### config.mk
export PLATFORM = sky130hd
export DESIGN_NAME = wb_arbiter
export DESIGN_NICKNAME = d
export VERILOG_FILES = /design/src/verilog/mc_boot_pkg.sv /design/src/verilog/wb_arbiter.sv
export SDC_FILE = /design/constraint.sdc
export NUM_CORES = 1
export LEC_CHECK = 0
export ABC_AREA = 1
export BUFFER_PORTS_ARGS = -buffer_cell sky130_fd_sc_hd__buf_2
export CAP_MARGIN = 20
export CORE_AREA = 2 2 117 119
export CTS_CLUSTER_DIAMETER = 120
export DETAILED_ROUTE_END_ITERATION = 7
export DIE_AREA = 0 0 119 121
export SLEW_MARGIN = 40
export SYNTH_ARGS = -nofsm -noshare
export SYNTH_HDL_FRONTEND = slang
export SYNTH_SLANG_ARGS = --single-unit
### constraint.sdc
create_clock -name clk_i -period 0.85 [get_ports clk_i]
set_input_delay 0.0425 -clock clk_i [delete_from_list [all_inputs] [get_ports clk_i]]
set_output_delay 0.0425 -clock clk_i [all_outputs]
set_load 0.05 [all_outputs]
### src/verilog/mc_boot_pkg.sv
package mc_boot_pkg;

  // wishbone classic master request, whole words only
  typedef struct packed
  {
    logic        cyc;
    logic        stb;
    logic        we;
    logic [31:0] adr; // byte address
    logic [31:0] dat;
  } wb_req_t;

  typedef struct packed
  {
    logic        ack;
    logic [31:0] dat;
  } wb_rsp_t;

  // loader FSM
  typedef enum logic [2:0]
  {
    st_idle,
    st_read,
    st_send,
    st_unfreeze,
    st_done
  } loader_state_e;

endpackage

### src/verilog/wb_arbiter.sv
`timescale 1ns/1ps

module wb_arbiter
  (input                         clk_i
   , input                       rst_i
   , input  mc_boot_pkg::wb_req_t host_req_i
   , output mc_boot_pkg::wb_rsp_t host_rsp_o
   , input  mc_boot_pkg::wb_req_t ldr_req_i
   , output mc_boot_pkg::wb_rsp_t ldr_rsp_o
   , output mc_boot_pkg::wb_req_t mem_req_o
   , input  mc_boot_pkg::wb_rsp_t mem_rsp_i
  );

  logic gnt_q;     // 0 host, 1 loader
  logic lock_q;    // owner held cyc last cycle
  logic owner_cyc;
  logic sel;

  assign owner_cyc = gnt_q ? ldr_req_i.cyc : host_req_i.cyc;

  always_comb
  begin
    if (lock_q && owner_cyc)
    begin
      sel = gnt_q;
    end
    else
    begin
      sel = ~host_req_i.cyc & ldr_req_i.cyc; // host wins a tie
    end
  end

  always_ff @(posedge clk_i)
  begin
    if (rst_i)
    begin
      gnt_q  <= 1'b0;
      lock_q <= 1'b0;
    end
    else
    begin
      gnt_q  <= sel;
      lock_q <= sel ? ldr_req_i.cyc : host_req_i.cyc;
    end
  end

  assign mem_req_o = sel ? ldr_req_i : host_req_i;

  // only the owner sees ack
  assign host_rsp_o = '{ack: mem_rsp_i.ack & ~sel, dat: mem_rsp_i.dat};
  assign ldr_rsp_o  = '{ack: mem_rsp_i.ack & sel, dat: mem_rsp_i.dat};

  // a master keeps the bus for its whole cycle
  a_grant_locked: assert property (@(posedge clk_i) disable iff (rst_i)
    !$past(rst_i) && $past(sel ? ldr_req_i.cyc : host_req_i.cyc)
      && ($past(sel) ? ldr_req_i.cyc : host_req_i.cyc) |-> sel == $past(sel));

endmodule
== After elaboration in Yosys (flattened, before gate mapping) ==
Index checks and enable logic that the tools add are counted.

* Input port bits: 169
* Register bits after elaboration: 2
* Output and inout port bits: 133

* Bitwise operators: 5
* Multiplexer cells: 4
* Reductions and logical operators: 1

{| class="wikitable"
|+ Operators by type and width
! kind !! count
|-
| 67-bit two-way mux || 1
|-
| 1-bit AND || 3
|-
| 1-bit two-way mux || 3
|-
| 1-bit inverter || 2
|-
| 1-bit logical AND || 1
|}

== Logic depth before layout (Yosys ltp) ==
Gate-level depths: netlist (run 1).

* Word-level depth: 5
* Depth in mapped cells: 7
* Mapped depth without buffers: 5

== Worst setup path before layout (run 1) ==
Ideal clock, no wire load.

* Path type: flip-flop to output port
* From: register gnt_q
* To: output host_rsp_o[32] (netlist bit)
* Data arrival time: 1.350 ns
* Path buffers: 1
* Stages on the path, launching flop included: 5
* Setup slack: -0.542 ns
* Path through: dfxtp_1 > nand2_1 > nand2_2 > buf_2 > a21oi_1

{| class="wikitable"
|+ RTL lines
! element !! RTL line !! RTL
|-
| start, declared || wb_arbiter.sv:14 || <nowiki>logic gnt_q;</nowiki>
|-
| start signal, assigned || wb_arbiter.sv:42 || <nowiki>gnt_q <= sel;</nowiki>
|-
| end, declared || wb_arbiter.sv:7 || <nowiki>, output mc_boot_pkg::wb_rsp_t host_rsp_o</nowiki>
|}

==> results of run 1 <==
[cell families (layout without fill, tap and decap cells)]
group                  Yosys count  count (layout)  share of synthesized area [%]
AND/OR/NAND/NOR                204             204                           55.3
AO/OA/AOI/OAI                    2               2                          0.649
flip-flops                       2               2                           2.60
buffers and inverters           89             232                           41.4
[synth_stat cells]
library cell and instances:
sky130_fd_sc_hd__a21oi_1 2, sky130_fd_sc_hd__dfxtp_1 2, sky130_fd_sc_hd__nand2_1 134, sky130_fd_sc_hd__nand2_2 2, sky130_fd_sc_hd__nor2_1 2, sky130_fd_sc_hd__buf_6 4
sky130_fd_sc_hd__inv_1 3, sky130_fd_sc_hd__buf_4 69, sky130_fd_sc_hd__buf_2 13, sky130_fd_sc_hd__nand3_1 66
[what timing repair did]
item / CTS / global route
buffers inserted: 3 / 0
resized for setup: 200 / 60
hold buffers: 1 / 0
pin swaps: 1 / 0
gates cloned: 6 / 3
endpoints found under the hold margin: 2 / 0
setup endpoints to repair: 70 / 70
[metrics by stage]
| stage | worst slack (ns) | power, mW |
|---|---|---|
| 6_report | -0.556 | 4.25 |
| 5_1_grt | -0.601 | 4.43 |
| 3_5_place_dp | -0.453 | 2.58 |
| 3_3_place_gp | -0.461 | 2.57 |
| 4_1_cts | -0.553 | 4.07 |
| 2_1_floorplan | -0.175 | 2.73 |
[path summary, 6_finish.rpt]
kind / start / to / slack [ns] / cells after the start
setup / recovery: gnt_q / mem_req_o[24] / -0.56 / 7
setup reg to reg: gnt_q / gnt_q / -0.10 / 5
hold reg to reg: lock_q / gnt_q / 0.87 / 5
hold / removal: mem_rsp_i[30] / host_rsp_o[30] / 0.09 / 0
[critical path, stage by stage (launching register included)]
cell                        delay [ns]
sky130_fd_sc_hd__dfxtp_2          0.32
sky130_fd_sc_hd__nand2_4          0.06
sky130_fd_sc_hd__nand2_8          0.10
sky130_fd_sc_hd__buf_4            0.16
sky130_fd_sc_hd__clkbuf_16        0.16
sky130_fd_sc_hd__nand3_2          0.09
sky130_fd_sc_hd__nand2_4          0.09
sky130_fd_sc_hd__buf_6            0.15
[layer usage]
layer / global-route usage [%] / share of wire [%]
met3: 2.35 / 6.2
met4: 2.90 / 1.9
met1: 12.0 / 37
met2: 20.5 / 55
met5: 0 / 0
[flip-flops by register name, summed over array words and instances, names as in the netlist]
| name | count |
|---|---|
| gnt_q | 1 |
| lock_q | 1 |
[cell type report]
| class | instances | share of cell area [%] |
|---|---|---|
| repair buffers | 226 | 50.5 |
| multi-input cells | 206 | 41.0 |
| well taps | 176 | 5.35 |
| clock buffers | 3 | 1.82 |
| flip-flops and latches | 2 | 1.03 |
| inverters | 3 | 0.274 |
[placed cells by master (no fill, tap or decap), drive strengths merged]
cell type and instances:
a21oi 2, buf 222, bufbuf 1, clkbuf 5
dfxtp 2, dlygate4sd3 1, inv 3, nand2 136
nand3 66, nor2 2
[power by group]
part	switching, mW	internal [mW]	total, mW	leakage (nW)
logic	1.99	1.45	3.44	2.00
registers	0.00395	0.101	0.105	0.0172
clock network	0.103	0.598	0.701	0.0370
==> report_table.html, run 1 <==
<table>
<tr><th>Metric</th><th>Value</th></tr>
<tr><th colspan="2">Run status</th></tr>
<tr><td>Run status</td><td>complete, but fails checks</td></tr>
<tr><td>Violated checks</td><td>negative setup slack</td></tr>
<tr><th colspan="2">Placed design</th></tr>
<tr><td>Estimated wirelength of the detail-placed design</td><td>5410 um</td></tr>
<tr><td>Port buffer count</td><td>205</td></tr>
<tr><td>Placer congestion estimate</td><td>0.721</td></tr>
<tr><td>Placed cell count</td><td>600</td></tr>
<tr><td>Cell area after placement</td><td>2870 um^2</td></tr>
<tr><th colspan="2">Yosys</th></tr>
<tr><td>Flop and latch count out of synthesis</td><td>2</td></tr>
<tr><td>Dominant cell type by area after synthesis</td><td>sky130_fd_sc_hd__buf_4</td></tr>
<tr><td>Library cells used by synthesis</td><td>10</td></tr>
<tr><td>Number of nets in the synthesized netlist</td><td>466</td></tr>
<tr><td>Main area contributors after synthesis</td><td>sky130_fd_sc_hd__buf_4 34%, sky130_fd_sc_hd__nand2_1 33%, sky130_fd_sc_hd__nand3_1 21%, sky130_fd_sc_hd__buf_2 4.2%, sky130_fd_sc_hd__buf_6 2.9%</td></tr>
<tr><td>Synth top area share</td><td>33.6%</td></tr>
<tr><td>Yosys Warn Count</td><td>0</td></tr>
<tr><td>Synthesized instance count</td><td>297</td></tr>
<tr><td>Mean instance size in the synthesized netlist</td><td>5.19 um^2</td></tr>
<tr><td>Register area share after synthesis</td><td>2.60%</td></tr>
<tr><td>Area of the mapped netlist</td><td>1540 um^2</td></tr>
<tr><th colspan="2">Layout</th></tr>
<tr><td>Footprint of the multi-input gates</td><td>1690 um^2</td></tr>
<tr><td>Fraction of final layout cells sized beyond drive strength 1</td><td>82.5%</td></tr>
<tr><td>Number of nets in the finished design</td><td>611</td></tr>
<tr><td>Final instance area</td><td>4120 um^2</td></tr>
<tr><td>Utilization after layout</td><td>31.4%</td></tr>
<tr><td>Number of fill cells in the layout</td><td>1367</td></tr>
<tr><td>Non-filler cells in the finished layout</td><td>616</td></tr>
<tr><td>Number of diodes added for antenna fixing</td><td>0</td></tr>
<tr><td>Area growth from synthesis to layout</td><td>167%</td></tr>
<tr><td>Register Area</td><td>42.5 um^2</td></tr>
<tr><th colspan="2">Routing</th></tr>
<tr><td>Total vias in the final route</td><td>2413</td></tr>
<tr><td>Number of remaining DRC errors</td><td>0</td></tr>
<tr><td>Mean number of vias per cell</td><td>3.92</td></tr>
<tr><td>Mean routed wirelength per cell</td><td>14.4 um</td></tr>
<tr><td>Total wirelength of the detailed-routed design</td><td>8860 um</td></tr>
<tr><td>Number of nets with antenna violations after detailed routing</td><td>0</td></tr>
<tr><td>DRC violation total after the first TritonRoute iteration</td><td>59</td></tr>
<tr><td>Router iterations before antenna repair</td><td>4</td></tr>
<tr><th colspan="2">STA</th></tr>
<tr><td>Worst slew margin</td><td>83.0%</td></tr>
<tr><td>Minimum period implied by the final worst setup slack</td><td>1.41 ns</td></tr>
<tr><td>Hold_ws</td><td>0.0850 ns</td></tr>
<tr><td>Clock tree skew after final layout</td><td>0.000833 ns</td></tr>
<tr><td>Final hold violation count</td><td>0</td></tr>
<tr><td>Final setup slack of the worst path</td><td>-0.556 ns</td></tr>
<tr><td>Unrepaired setup endpoints after global routing</td><td>true</td></tr>
<tr><td>Ratio of final minimum period to clock period</td><td>165%</td></tr>
<tr><td>Number of endpoints failing setup at the final stage</td><td>70</td></tr>
<tr><td>Slew @ Worst Pin</td><td>0.255 ns</td></tr>
<tr><td>Highest clock frequency the design can meet</td><td>711 MHz</td></tr>
<tr><td>Final TNS setup</td><td>-34.48 ns</td></tr>
<tr><td>Slew Limit Fails</td><td>0</td></tr>
<tr><th colspan="2">Critical path</th></tr>
<tr><td>Data required time of the worst path</td><td>0.81 ns</td></tr>
<tr><td>Worst Setup Start Kind</td><td>register</td></tr>
<tr><td>Critical path peak fanout</td><td>7</td></tr>
<tr><td>Data arrival at the endpoint of the critical path</td><td>1.36 ns</td></tr>
<tr><td>Worst setup path class</td><td>register to output pin</td></tr>
<tr><td>Nature of the critical path endpoint</td><td>output pin</td></tr>
<tr><th colspan="2">CTS</th></tr>
<tr><td>Clk sinks</td><td>2</td></tr>
<tr><td>Clock tree from TritonCTS</td><td>yes</td></tr>
<tr><td>Worst skew pair latency</td><td>0.22 ns</td></tr>
<tr><td>Longest Clk Path Bufs</td><td>2</td></tr>
<tr><td>TritonCTS buffer count</td><td>3</td></tr>
<tr><td>CTS H-tree depth</td><td>1</td></tr>
<tr><td>Clock-pin slew on the worst setup and hold paths</td><td>0.03 ns</td></tr>
<tr><td>CTS Root Buffer Type</td><td>sky130_fd_sc_hd__clkbuf_16</td></tr>
<tr><th colspan="2">Floorplan</th></tr>
<tr><td>Count of boundary I/O pins</td><td>302</td></tr>
<tr><td>Initial standard-cell utilization of the core</td><td>11.8%</td></tr>
<tr><td>Number of rows in the core area</td><td>42</td></tr>
<tr><td>Die Outline Area</td><td>14400 um^2</td></tr>
<tr><td>Die outline width</td><td>119 um</td></tr>
<tr><td>Area of the core</td><td>13100 um^2</td></tr>
<tr><td>Vertical die dimension</td><td>121 um</td></tr>
<tr><th colspan="2">Flow run</th></tr>
<tr><td>Reported max-cap violation count</td><td>0</td></tr>
<tr><th colspan="2">Pwr</th></tr>
<tr><td>Power Density</td><td>1030 nW/um^2</td></tr>
<tr><td>Leak</td><td>2.06 nW</td></tr>
<tr><td>Maximum vdd drop</td><td>0.808 mV</td></tr>
<tr><th colspan="2">Global routing</th></tr>
<tr><td>Total GRT Usage</td><td>10.8%</td></tr>
<tr><td>Wire length of the first global-routing pass</td><td>12600 um</td></tr>
<tr><td>Antenna violations before repair</td><td>0</td></tr>
<tr><td>GR Overflow Total</td><td>0</td></tr>
<tr><td>Via count of the first global-routing pass</td><td>2565</td></tr>
<tr><td>Maximum number of pins on one net before global-route repair</td><td>38</td></tr>
<tr><th colspan="2">Hold path</th></tr>
<tr><td>Path category of the worst min-delay check</td><td>input port to output pin</td></tr>
</table>
No activity file was read; power rests on OpenSTA's default activity.
==> run 2: changes to the inputs <==
TNS_END_PERCENT = 30   (was not set)
==> run 2 against run 1 <==
- the run still ends with negative setup slack left
- sequential cell count unchanged
- final area down 0.15%
- cell count up 0.81%
- critical path type unchanged
==> report_table.html, run 2 (same netlist as run 1, synthesis figures left out) <==
<table>
<tr><th>Metric</th><th>Value</th></tr>
<tr><th colspan="2">STA</th></tr>
<tr><td>Unrepaired setup endpoints after global routing</td><td>true</td></tr>
<tr><td>Minimum period implied by the final worst setup slack</td><td>1.42 ns</td></tr>
<tr><td>Final hold violation count</td><td>0</td></tr>
<tr><td>Highest clock frequency the design can meet</td><td>705 MHz</td></tr>
<tr><td>Ratio of final minimum period to clock period</td><td>167%</td></tr>
<tr><td>Clock tree skew after final layout</td><td>0.00221 ns</td></tr>
<tr><td>Final TNS setup</td><td>-34.53 ns</td></tr>
<tr><td>Number of endpoints failing setup at the final stage</td><td>70</td></tr>
<tr><td>Slew Limit Fails</td><td>0</td></tr>
<tr><td>Hold_ws</td><td>0.00351 ns</td></tr>
<tr><td>Slew @ Worst Pin</td><td>0.333 ns</td></tr>
<tr><td>Final setup slack of the worst path</td><td>-0.569 ns</td></tr>
<tr><td>Worst slew margin</td><td>77.8%</td></tr>
<tr><th colspan="2">Critical path</th></tr>
<tr><td>Worst setup path class</td><td>register to output pin</td></tr>
<tr><td>Critical path peak fanout</td><td>7</td></tr>
<tr><td>Data required time of the worst path</td><td>0.81 ns</td></tr>
<tr><td>CP Cell Sequence</td><td>nand2_4 -&gt; nand2_8 -&gt; nand2_8 -&gt; buf_12 -&gt; clkbuf_16 -&gt; nand2_4 -&gt; nand2_4 -&gt; buf_8</td></tr>
<tr><td>Nature of the critical path endpoint</td><td>output pin</td></tr>
<tr><td>Critical path's largest stage delay</td><td>0.32 ns</td></tr>
<tr><td>Crit-path most repeated cell</td><td>sky130_fd_sc_hd__nand2_4</td></tr>
<tr><td>Data arrival at the endpoint of the critical path</td><td>1.38 ns</td></tr>
<tr><td>Slowest cell on the critical path</td><td>sky130_fd_sc_hd__dfxtp_2</td></tr>
<tr><td>Worst Setup Start Kind</td><td>register</td></tr>
<tr><th colspan="2">Routing</th></tr>
<tr><td>Number of remaining DRC errors</td><td>0</td></tr>
<tr><td>Mean routed wirelength per cell</td><td>14.5 um</td></tr>
<tr><td>DRC violation total after the first TritonRoute iteration</td><td>59</td></tr>
<tr><td>Router iterations before antenna repair</td><td>4</td></tr>
<tr><td>Total vias in the final route</td><td>2457</td></tr>
<tr><td>Mean number of vias per cell</td><td>3.96</td></tr>
<tr><td>Total wirelength of the detailed-routed design</td><td>9020 um</td></tr>
<tr><td>Number of nets with antenna violations after detailed routing</td><td>0</td></tr>
<tr><th colspan="2">Layout</th></tr>
<tr><td>Area growth from synthesis to layout</td><td>166%</td></tr>
<tr><td>Footprint of the multi-input gates</td><td>1650 um^2</td></tr>
<tr><td>Highest-count cells in the layout ignoring fill and taps</td><td>135 x sky130_fd_sc_hd__buf_2, 57 x sky130_fd_sc_hd__nand2_4, 54 x sky130_fd_sc_hd__buf_8, 51 x sky130_fd_sc_hd__nand2_2</td></tr>
<tr><td>Register Area</td><td>42.5 um^2</td></tr>
<tr><td>Most common cell after layout, fill and taps aside</td><td>sky130_fd_sc_hd__buf_2</td></tr>
<tr><td>Number of diodes added for antenna fixing</td><td>0</td></tr>
<tr><td>Fraction of final layout cells sized beyond drive strength 1</td><td>86.1%</td></tr>
<tr><td>Largest registers</td><td>gnt_q: 1 flops, lock_q: 1 flops</td></tr>
<tr><td>Number of fill cells in the layout</td><td>1378</td></tr>
<tr><td>Number of nets in the finished design</td><td>616</td></tr>
<tr><th colspan="2">Flow run</th></tr>
<tr><td>Reported max-cap violation count</td><td>0</td></tr>
<tr><th colspan="2">Global routing</th></tr>
<tr><td>Total GRT Usage</td><td>9.77%</td></tr>
<tr><td>Antenna violations before repair</td><td>0</td></tr>
<tr><td>Maximum number of pins on one net before global-route repair</td><td>46</td></tr>
<tr><td>GR Overflow Total</td><td>0</td></tr>
<tr><td>Via count of the first global-routing pass</td><td>2294</td></tr>
<tr><td>Wire length of the first global-routing pass</td><td>11400 um</td></tr>
<tr><th colspan="2">Floorplan</th></tr>
<tr><td>Die Outline Area</td><td>14400 um^2</td></tr>
<tr><td>Vertical die dimension</td><td>121 um</td></tr>
<tr><td>Count of boundary I/O pins</td><td>302</td></tr>
<tr><td>Area of the core</td><td>13100 um^2</td></tr>
<tr><td>Die outline width</td><td>119 um</td></tr>
<tr><td>Number of rows in the core area</td><td>42</td></tr>
<tr><td>Initial standard-cell utilization of the core</td><td>11.8%</td></tr>
<tr><th colspan="2">Placed design</th></tr>
<tr><td>Port buffer count</td><td>205</td></tr>
<tr><td>Estimated wirelength of the detail-placed design</td><td>5360 um</td></tr>
<tr><td>Worst slack at placement</td><td>-0.447 ns</td></tr>
<tr><td>Placer congestion estimate</td><td>0.700</td></tr>
<tr><th colspan="2">Run status</th></tr>
<tr><td>Violated checks</td><td>negative setup slack</td></tr>
<tr><td>Run status</td><td>complete, but fails checks</td></tr>
<tr><th colspan="2">Pwr</th></tr>
<tr><td>Maximum vdd drop</td><td>0.515 mV</td></tr>
<tr><td>Power Density</td><td>1040 nW/um^2</td></tr>
<tr><td>Leak</td><td>2.07 nW</td></tr>
<tr><th colspan="2">CTS</th></tr>
<tr><td>Clock tree from TritonCTS</td><td>yes</td></tr>
<tr><td>TritonCTS buffer count</td><td>3</td></tr>
<tr><td>CTS H-tree depth</td><td>1</td></tr>
<tr><td>Post-cts hold buffer count</td><td>0</td></tr>
<tr><td>Clk sinks</td><td>2</td></tr>
<tr><td>Clock-pin slew on the worst setup and hold paths</td><td>0.03 ns</td></tr>
<tr><td>Worst skew pair latency</td><td>0.22 ns</td></tr>
<tr><td>CTS Root Buffer Type</td><td>sky130_fd_sc_hd__clkbuf_16</td></tr>
<tr><td>Longest Clk Path Bufs</td><td>2</td></tr>
<tr><th colspan="2">Hold path</th></tr>
<tr><td>Path category of the worst min-delay check</td><td>input port to register</td></tr>
</table>
-- run 2: cell types whose count changed in the layout (fill, tap and decap cells not counted), moves of 2 or more --
cell and change:
sky130_fd_sc_hd__buf_16 -5, sky130_fd_sc_hd__nand2_2 +30, sky130_fd_sc_hd__nand3_2 -6, sky130_fd_sc_hd__clkbuf_16 +3, sky130_fd_sc_hd__buf_12 +5, sky130_fd_sc_hd__buf_6 -3
sky130_fd_sc_hd__nand2_1 -19, sky130_fd_sc_hd__buf_4 +5, sky130_fd_sc_hd__nand2_4 -11, sky130_fd_sc_hd__buf_8 +2, sky130_fd_sc_hd__nand3_1 +6
-- run 2: worst max-delay path, delay by kind of cell (launching register included) --
family,cells,cell delay (ns)
buf+inv,3,0.46
simple gates,5,0.38
flops,1,0.32
-- run 2: area by class of cell --
cell class              instances  share of cell area, %
repair buffers                231                   51.3
multi-input cells             206                   40.2
inverters                       3                  0.274
well taps                     176                   5.36
clock buffers                   3                   1.83
flip-flops and latches          2                   1.04
-- run 2: final timing paths --
check	from	endpoint	slack (ns)	depth (start not counted)
setup / recovery	gnt_q	mem_req_o[39]	-0.57	8
hold / removal	rst_i	gnt_q	0.004	2
setup reg to reg	gnt_q	gnt_q	-0.14	5
hold reg to reg	lock_q	gnt_q	0.91	5
-- run 2: timing repair --
item                       CTS  global route
buffers inserted             2             4
pin swaps                    2            14
gates cloned                 2             6
setup endpoints to repair   70            70
gates resized for setup    190           104
-- run 2: report_power, final --
| group | internal [mW] | leakage (nW) | switching [mW] |
|---|---|---|---|
| clock | 0.598 | 0.0370 | 0.102 |
| sequential | 0.101 | 0.0172 | 0.00374 |
| combinational | 1.46 | 2.02 | 1.99 |
| total | 2.16 | 2.07 | 2.10 |
-- run 2: routing by layer --
layer	share of wire (%)	global-route usage (%)	up-vias
met5	0	0	-
met4	1.8	2.90	0
met3	9.3	3.43	25
met2	54	17.7	149
met1	35	10.7	1113
li1	-	-	1170
-- run 2: metrics by stage --
step           total power [mW]  util [%]  instance area, um^2  std cells
2_1_floorplan              2.65         -                 1990        297
6_report                   4.26      31.4                 4110        621
5_1_grt                    4.44      31.4                 4110        621
3_5_place_dp               2.53      21.3                 2790        606
4_1_cts                    3.86      27.0                 3540        613
3_3_place_gp               2.53      21.3                 2790        606
==> run 3: changes to the inputs <==
ABC_AREA = not set   (was 1)
CORE_AREA = 2 2 116 118   (was 2 2 117 119)
DIE_AREA = 0 0 118 120   (was 0 0 119 121)
==> run 3 against run 2 <==
- the run still ends with negative setup slack left
- first-iteration DRC count shrank 12%
- sequential cell count unchanged
- combinational power is 7.5% higher
- final area rose by 16%
- non-clock buffer count is 7 higher
- fmax down 7.3%
- power up 6.3%
- synthesized cell count grew 1.7%
- critical path depth fell by 4
- register-to-register slack lost 0.13 ns
- die area down 1.7%
- worst hold slack improved by 0.0050 ns
- critical path type unchanged
- critical endpoint is now mem_req_o[0]
- largest cell class is now multi-input combinational cells
- highest routed layer unchanged
==> report_table.html, run 3 <==
<table>
<tr><th>Metric</th><th>Value</th></tr>
<tr><th colspan="2">STA</th></tr>
<tr><td>Final hold violation count</td><td>0</td></tr>
<tr><td>Highest clock frequency the design can meet</td><td>654 MHz</td></tr>
<tr><td>Worst slew margin</td><td>58.5%</td></tr>
<tr><td>Slew @ Worst Pin</td><td>0.622 ns</td></tr>
<tr><td>Slew Limit Fails</td><td>0</td></tr>
<tr><td>Hold_ws</td><td>0.00850 ns</td></tr>
<tr><td>Unrepaired setup endpoints after global routing</td><td>true</td></tr>
<tr><td>Minimum period implied by the final worst setup slack</td><td>1.53 ns</td></tr>
<tr><td>Clock tree skew after final layout</td><td>0.00282 ns</td></tr>
<tr><td>Ratio of final minimum period to clock period</td><td>180%</td></tr>
<tr><td>Number of endpoints failing setup at the final stage</td><td>70</td></tr>
<tr><td>Final setup slack of the worst path</td><td>-0.680 ns</td></tr>
<tr><td>Final TNS setup</td><td>-42.93 ns</td></tr>
<tr><th colspan="2">Global routing</th></tr>
<tr><td>Antenna violations before repair</td><td>0</td></tr>
<tr><td>Via count of the first global-routing pass</td><td>2825</td></tr>
<tr><td>Total GRT Usage</td><td>11.9%</td></tr>
<tr><td>Wire length of the first global-routing pass</td><td>14000 um</td></tr>
<tr><td>Maximum number of pins on one net before global-route repair</td><td>54</td></tr>
<tr><td>GR Overflow Total</td><td>0</td></tr>
<tr><th colspan="2">Hold path</th></tr>
<tr><td>Hold_sp</td><td>rst_i</td></tr>
<tr><td>End point of the most critical hold path</td><td>gnt_q</td></tr>
<tr><td>Path category of the worst min-delay check</td><td>input port to register</td></tr>
<tr><td>Count of cells along the worst hold path</td><td>2</td></tr>
<tr><th colspan="2">Pwr</th></tr>
<tr><td>Combinational share of power</td><td>82.1%</td></tr>
<tr><td>Overall power after layout</td><td>4.53 mW</td></tr>
<tr><td>Clock network fraction of total power</td><td>15.6%</td></tr>
<tr><td>Proportion of total power due to net switching</td><td>47.8%</td></tr>
<tr><td>Maximum vdd drop</td><td>0.590 mV</td></tr>
<tr><td>Leak</td><td>2.14 nW</td></tr>
<tr><td>Total net switching power</td><td>2.16 mW</td></tr>
<tr><td>Proportion of power drawn by flip-flops and latches</td><td>2.4%</td></tr>
<tr><td>Internal power contribution</td><td>2.36 mW</td></tr>
<tr><td>Power Density</td><td>948 nW/um^2</td></tr>
<tr><th colspan="2">Critical path</th></tr>
<tr><td>Worst flop-to-flop path endpoint</td><td>gnt_q</td></tr>
<tr><td>Launching point of the worst reg2reg path</td><td>lock_q</td></tr>
<tr><td>Data arrival at the endpoint of the critical path</td><td>1.49 ns</td></tr>
<tr><td>Worst Setup Start Kind</td><td>register</td></tr>
<tr><td>Minimum setup slack among reg-to-reg paths</td><td>-0.27 ns</td></tr>
<tr><td>R2r worst-path depth</td><td>5</td></tr>
<tr><td>Nature of the critical path endpoint</td><td>output pin</td></tr>
<tr><td>Worst setup path class</td><td>register to output pin</td></tr>
<tr><td>Data required time of the worst path</td><td>0.81 ns</td></tr>
<tr><td>Critical path peak fanout</td><td>12</td></tr>
<tr><th colspan="2">Placed design</th></tr>
<tr><td>Worst slack at placement</td><td>-0.537 ns</td></tr>
<tr><td>Cell area after placement</td><td>4040 um^2</td></tr>
<tr><td>Estimated wirelength of the detail-placed design</td><td>7210 um</td></tr>
<tr><td>Placer congestion estimate</td><td>0.792</td></tr>
<tr><td>Port buffer count</td><td>205</td></tr>
<tr><td>Placed cell count</td><td>618</td></tr>
<tr><th colspan="2">Routing</th></tr>
<tr><td>DRC violation total after the first TritonRoute iteration</td><td>52</td></tr>
<tr><td>Mean number of vias per cell</td><td>4.25</td></tr>
<tr><td>Number of remaining DRC errors</td><td>0</td></tr>
<tr><td>Total vias in the final route</td><td>2660</td></tr>
<tr><td>Total wirelength of the detailed-routed design</td><td>9260 um</td></tr>
<tr><td>Mean routed wirelength per cell</td><td>14.8 um</td></tr>
<tr><td>Router iterations before antenna repair</td><td>4</td></tr>
<tr><td>Number of nets with antenna violations after detailed routing</td><td>0</td></tr>
<tr><th colspan="2">CTS</th></tr>
<tr><td>CTS Root Buffer Type</td><td>sky130_fd_sc_hd__clkbuf_16</td></tr>
<tr><td>Number of buffers added for setup after CTS</td><td>0</td></tr>
<tr><td>TritonCTS buffer count</td><td>3</td></tr>
<tr><td>Clock-pin slew on the worst setup and hold paths</td><td>0.03 ns</td></tr>
<tr><td>Worst skew pair latency</td><td>0.22 ns</td></tr>
<tr><td>Clk sinks</td><td>2</td></tr>
<tr><td>Clock tree from TritonCTS</td><td>yes</td></tr>
<tr><td>Longest Clk Path Bufs</td><td>2</td></tr>
<tr><td>Post-cts hold buffer count</td><td>0</td></tr>
<tr><td>CTS H-tree depth</td><td>1</td></tr>
<tr><th colspan="2">Yosys</th></tr>
<tr><td>Top post-synthesis cells by count</td><td>68 x sky130_fd_sc_hd__buf_4, 66 x sky130_fd_sc_hd__inv_1, 66 x sky130_fd_sc_hd__nand2_1, 40 x sky130_fd_sc_hd__o32ai_2, 26 x sky130_fd_sc_hd__o32ai_1</td></tr>
<tr><td>Register area share after synthesis</td><td>1.84%</td></tr>
<tr><td>Number of nets in the synthesized netlist</td><td>471</td></tr>
<tr><td>Dominant register cell in the synthesized netlist</td><td>sky130_fd_sc_hd__dfxtp_1</td></tr>
<tr><td>Library cell with the highest instance count after synthesis</td><td>sky130_fd_sc_hd__buf_4</td></tr>
<tr><td>Area of the mapped netlist</td><td>2170 um^2</td></tr>
<tr><td>Count of flip-flops with a built-in enable after synthesis</td><td>0</td></tr>
<tr><td>Library cells used by synthesis</td><td>18</td></tr>
<tr><td>Synth top area share</td><td>29.9%</td></tr>
<tr><td>Yosys Warn Count</td><td>0</td></tr>
<tr><td>Mean instance size in the synthesized netlist</td><td>7.20 um^2</td></tr>
<tr><td>Synthesized instance count</td><td>302</td></tr>
<tr><td>Flop and latch count out of synthesis</td><td>2</td></tr>
<tr><td>Dominant cell type by area after synthesis</td><td>sky130_fd_sc_hd__o32ai_2</td></tr>
<tr><td>Fraction of registers with async set/reset</td><td>0%</td></tr>
<tr><td>Main area contributors after synthesis</td><td>sky130_fd_sc_hd__o32ai_2 30%, sky130_fd_sc_hd__buf_4 23%, sky130_fd_sc_hd__inv_1 11%, sky130_fd_sc_hd__nand2_1 11%, sky130_fd_sc_hd__o32ai_1 10%</td></tr>
<tr><th colspan="2">Run status</th></tr>
<tr><td>Run status</td><td>complete, but fails checks</td></tr>
<tr><td>Violated checks</td><td>negative setup slack</td></tr>
<tr><th colspan="2">Layout</th></tr>
<tr><td>Final instance area</td><td>4770 um^2</td></tr>
<tr><td>Largest registers</td><td>gnt_q: 1 flops, lock_q: 1 flops</td></tr>
<tr><td>Most common cell after layout, fill and taps aside</td><td>sky130_fd_sc_hd__buf_2</td></tr>
<tr><td>Utilization after layout</td><td>36.8%</td></tr>
<tr><td>Area growth from synthesis to layout</td><td>120%</td></tr>
<tr><td>Non-filler cells in the finished layout</td><td>626</td></tr>
<tr><td>Fraction of final layout cells sized beyond drive strength 1</td><td>70.4%</td></tr>
<tr><td>Number of diodes added for antenna fixing</td><td>0</td></tr>
<tr><td>Number of nets in the finished design</td><td>621</td></tr>
<tr><td>Highest-count cells in the layout ignoring fill and taps</td><td>136 x sky130_fd_sc_hd__buf_2, 73 x sky130_fd_sc_hd__buf_6, 66 x sky130_fd_sc_hd__inv_1, 66 x sky130_fd_sc_hd__nand2_1, 66 x sky130_fd_sc_hd__o32ai_4</td></tr>
<tr><th colspan="2">Flow run</th></tr>
<tr><td>Reported max-cap violation count</td><td>0</td></tr>
<tr><th colspan="2">Floorplan</th></tr>
<tr><td>Die outline width</td><td>118 um</td></tr>
<tr><td>Die Outline Area</td><td>14200 um^2</td></tr>
<tr><td>Number of rows in the core area</td><td>42</td></tr>
<tr><td>Area of the core</td><td>13000 um^2</td></tr>
<tr><td>Initial standard-cell utilization of the core</td><td>16.8%</td></tr>
<tr><td>Vertical die dimension</td><td>120 um</td></tr>
<tr><td>Count of boundary I/O pins</td><td>302</td></tr>
</table>
==> run 3: cell types whose count changed after synthesis, sizes merged, moves of 9 or more <==
cell    change
nand3      -66
inv        +63
nand2      -70
clkbuf      +9
o32ai      +66
==> run 3: worst max-delay path, stage by stage, from the launching register on <==
cell and delay, ns:
sky130_fd_sc_hd__dfxtp_2 0.32, sky130_fd_sc_hd__and3_4 0.24, sky130_fd_sc_hd__clkbuf_16 0.23, sky130_fd_sc_hd__o32ai_4 0.28, sky130_fd_sc_hd__buf_6 0.19
==> run 3: how the worst max path moves through the flow <==
stage                  startpoint  slack, ns            end  depth (start not counted)
floorplan                  lock_q      -0.54  mem_req_o[25]                          4
global placement    ldr_req_i[66]      -0.53  mem_req_o[35]                          5
detailed placement          gnt_q      -0.54  mem_req_o[39]                          4
CTS                        lock_q      -0.71  mem_req_o[35]                          4
global route                gnt_q      -0.73   mem_req_o[0]                          4
finish                     lock_q      -0.68   mem_req_o[0]                          4
==> run 3: power by group through the flow <==
stage | logic, mW | clock network, mW | registers (mW)
3_5_place_dp | 3.21 | 0 | 0.107
6_report | 3.71 | 0.706 | 0.107
2_1_floorplan | 3.21 | 0 | 0.106
5_1_grt | 3.89 | 0.734 | 0.108
3_3_place_gp | 3.18 | 0 | 0.106
4_1_cts | 3.60 | 0.718 | 0.107
==> run 3: routing by layer <==
layer / wire length [um] / global-route usage [%] / up-vias
li1: - / - / 1255
met1: 3490 / 13.4 / 1235
met2: 5000 / 22.8 / 153
met3: 681 / 2.76 / 17
met4: 98 / 2.56 / 0
met5: 0 / 0 / -
==> run 3: cells by family (layout without fill, tap and decap cells) <==
group / after synthesis / in the layout / synth area share [%]
buffers and inverters: 159 / 307 / 42.7
AND/OR/NAND/NOR: 72 / 72 / 13.8
AO/OA/AOI/OAI: 69 / 69 / 41.7
flip-flops: 2 / 2 / 1.84
==> run 3: what timing repair did <==
item | CTS | global route
cloned | 0 | 5
setup endpoints to repair | 70 | 70
resized for setup | 139 | 24
pin swaps | 15 | 10
==> run 3: layout make-up <==
class | count | area, um^2
clock buffer | 3 | 75.1
inverter | 66 | 248
tap | 176 | 220
sequential | 2 | 42.5
fill | 1314 | 8210
timing repair buffer | 238 | 2020
multi-input combinational | 141 | 2170
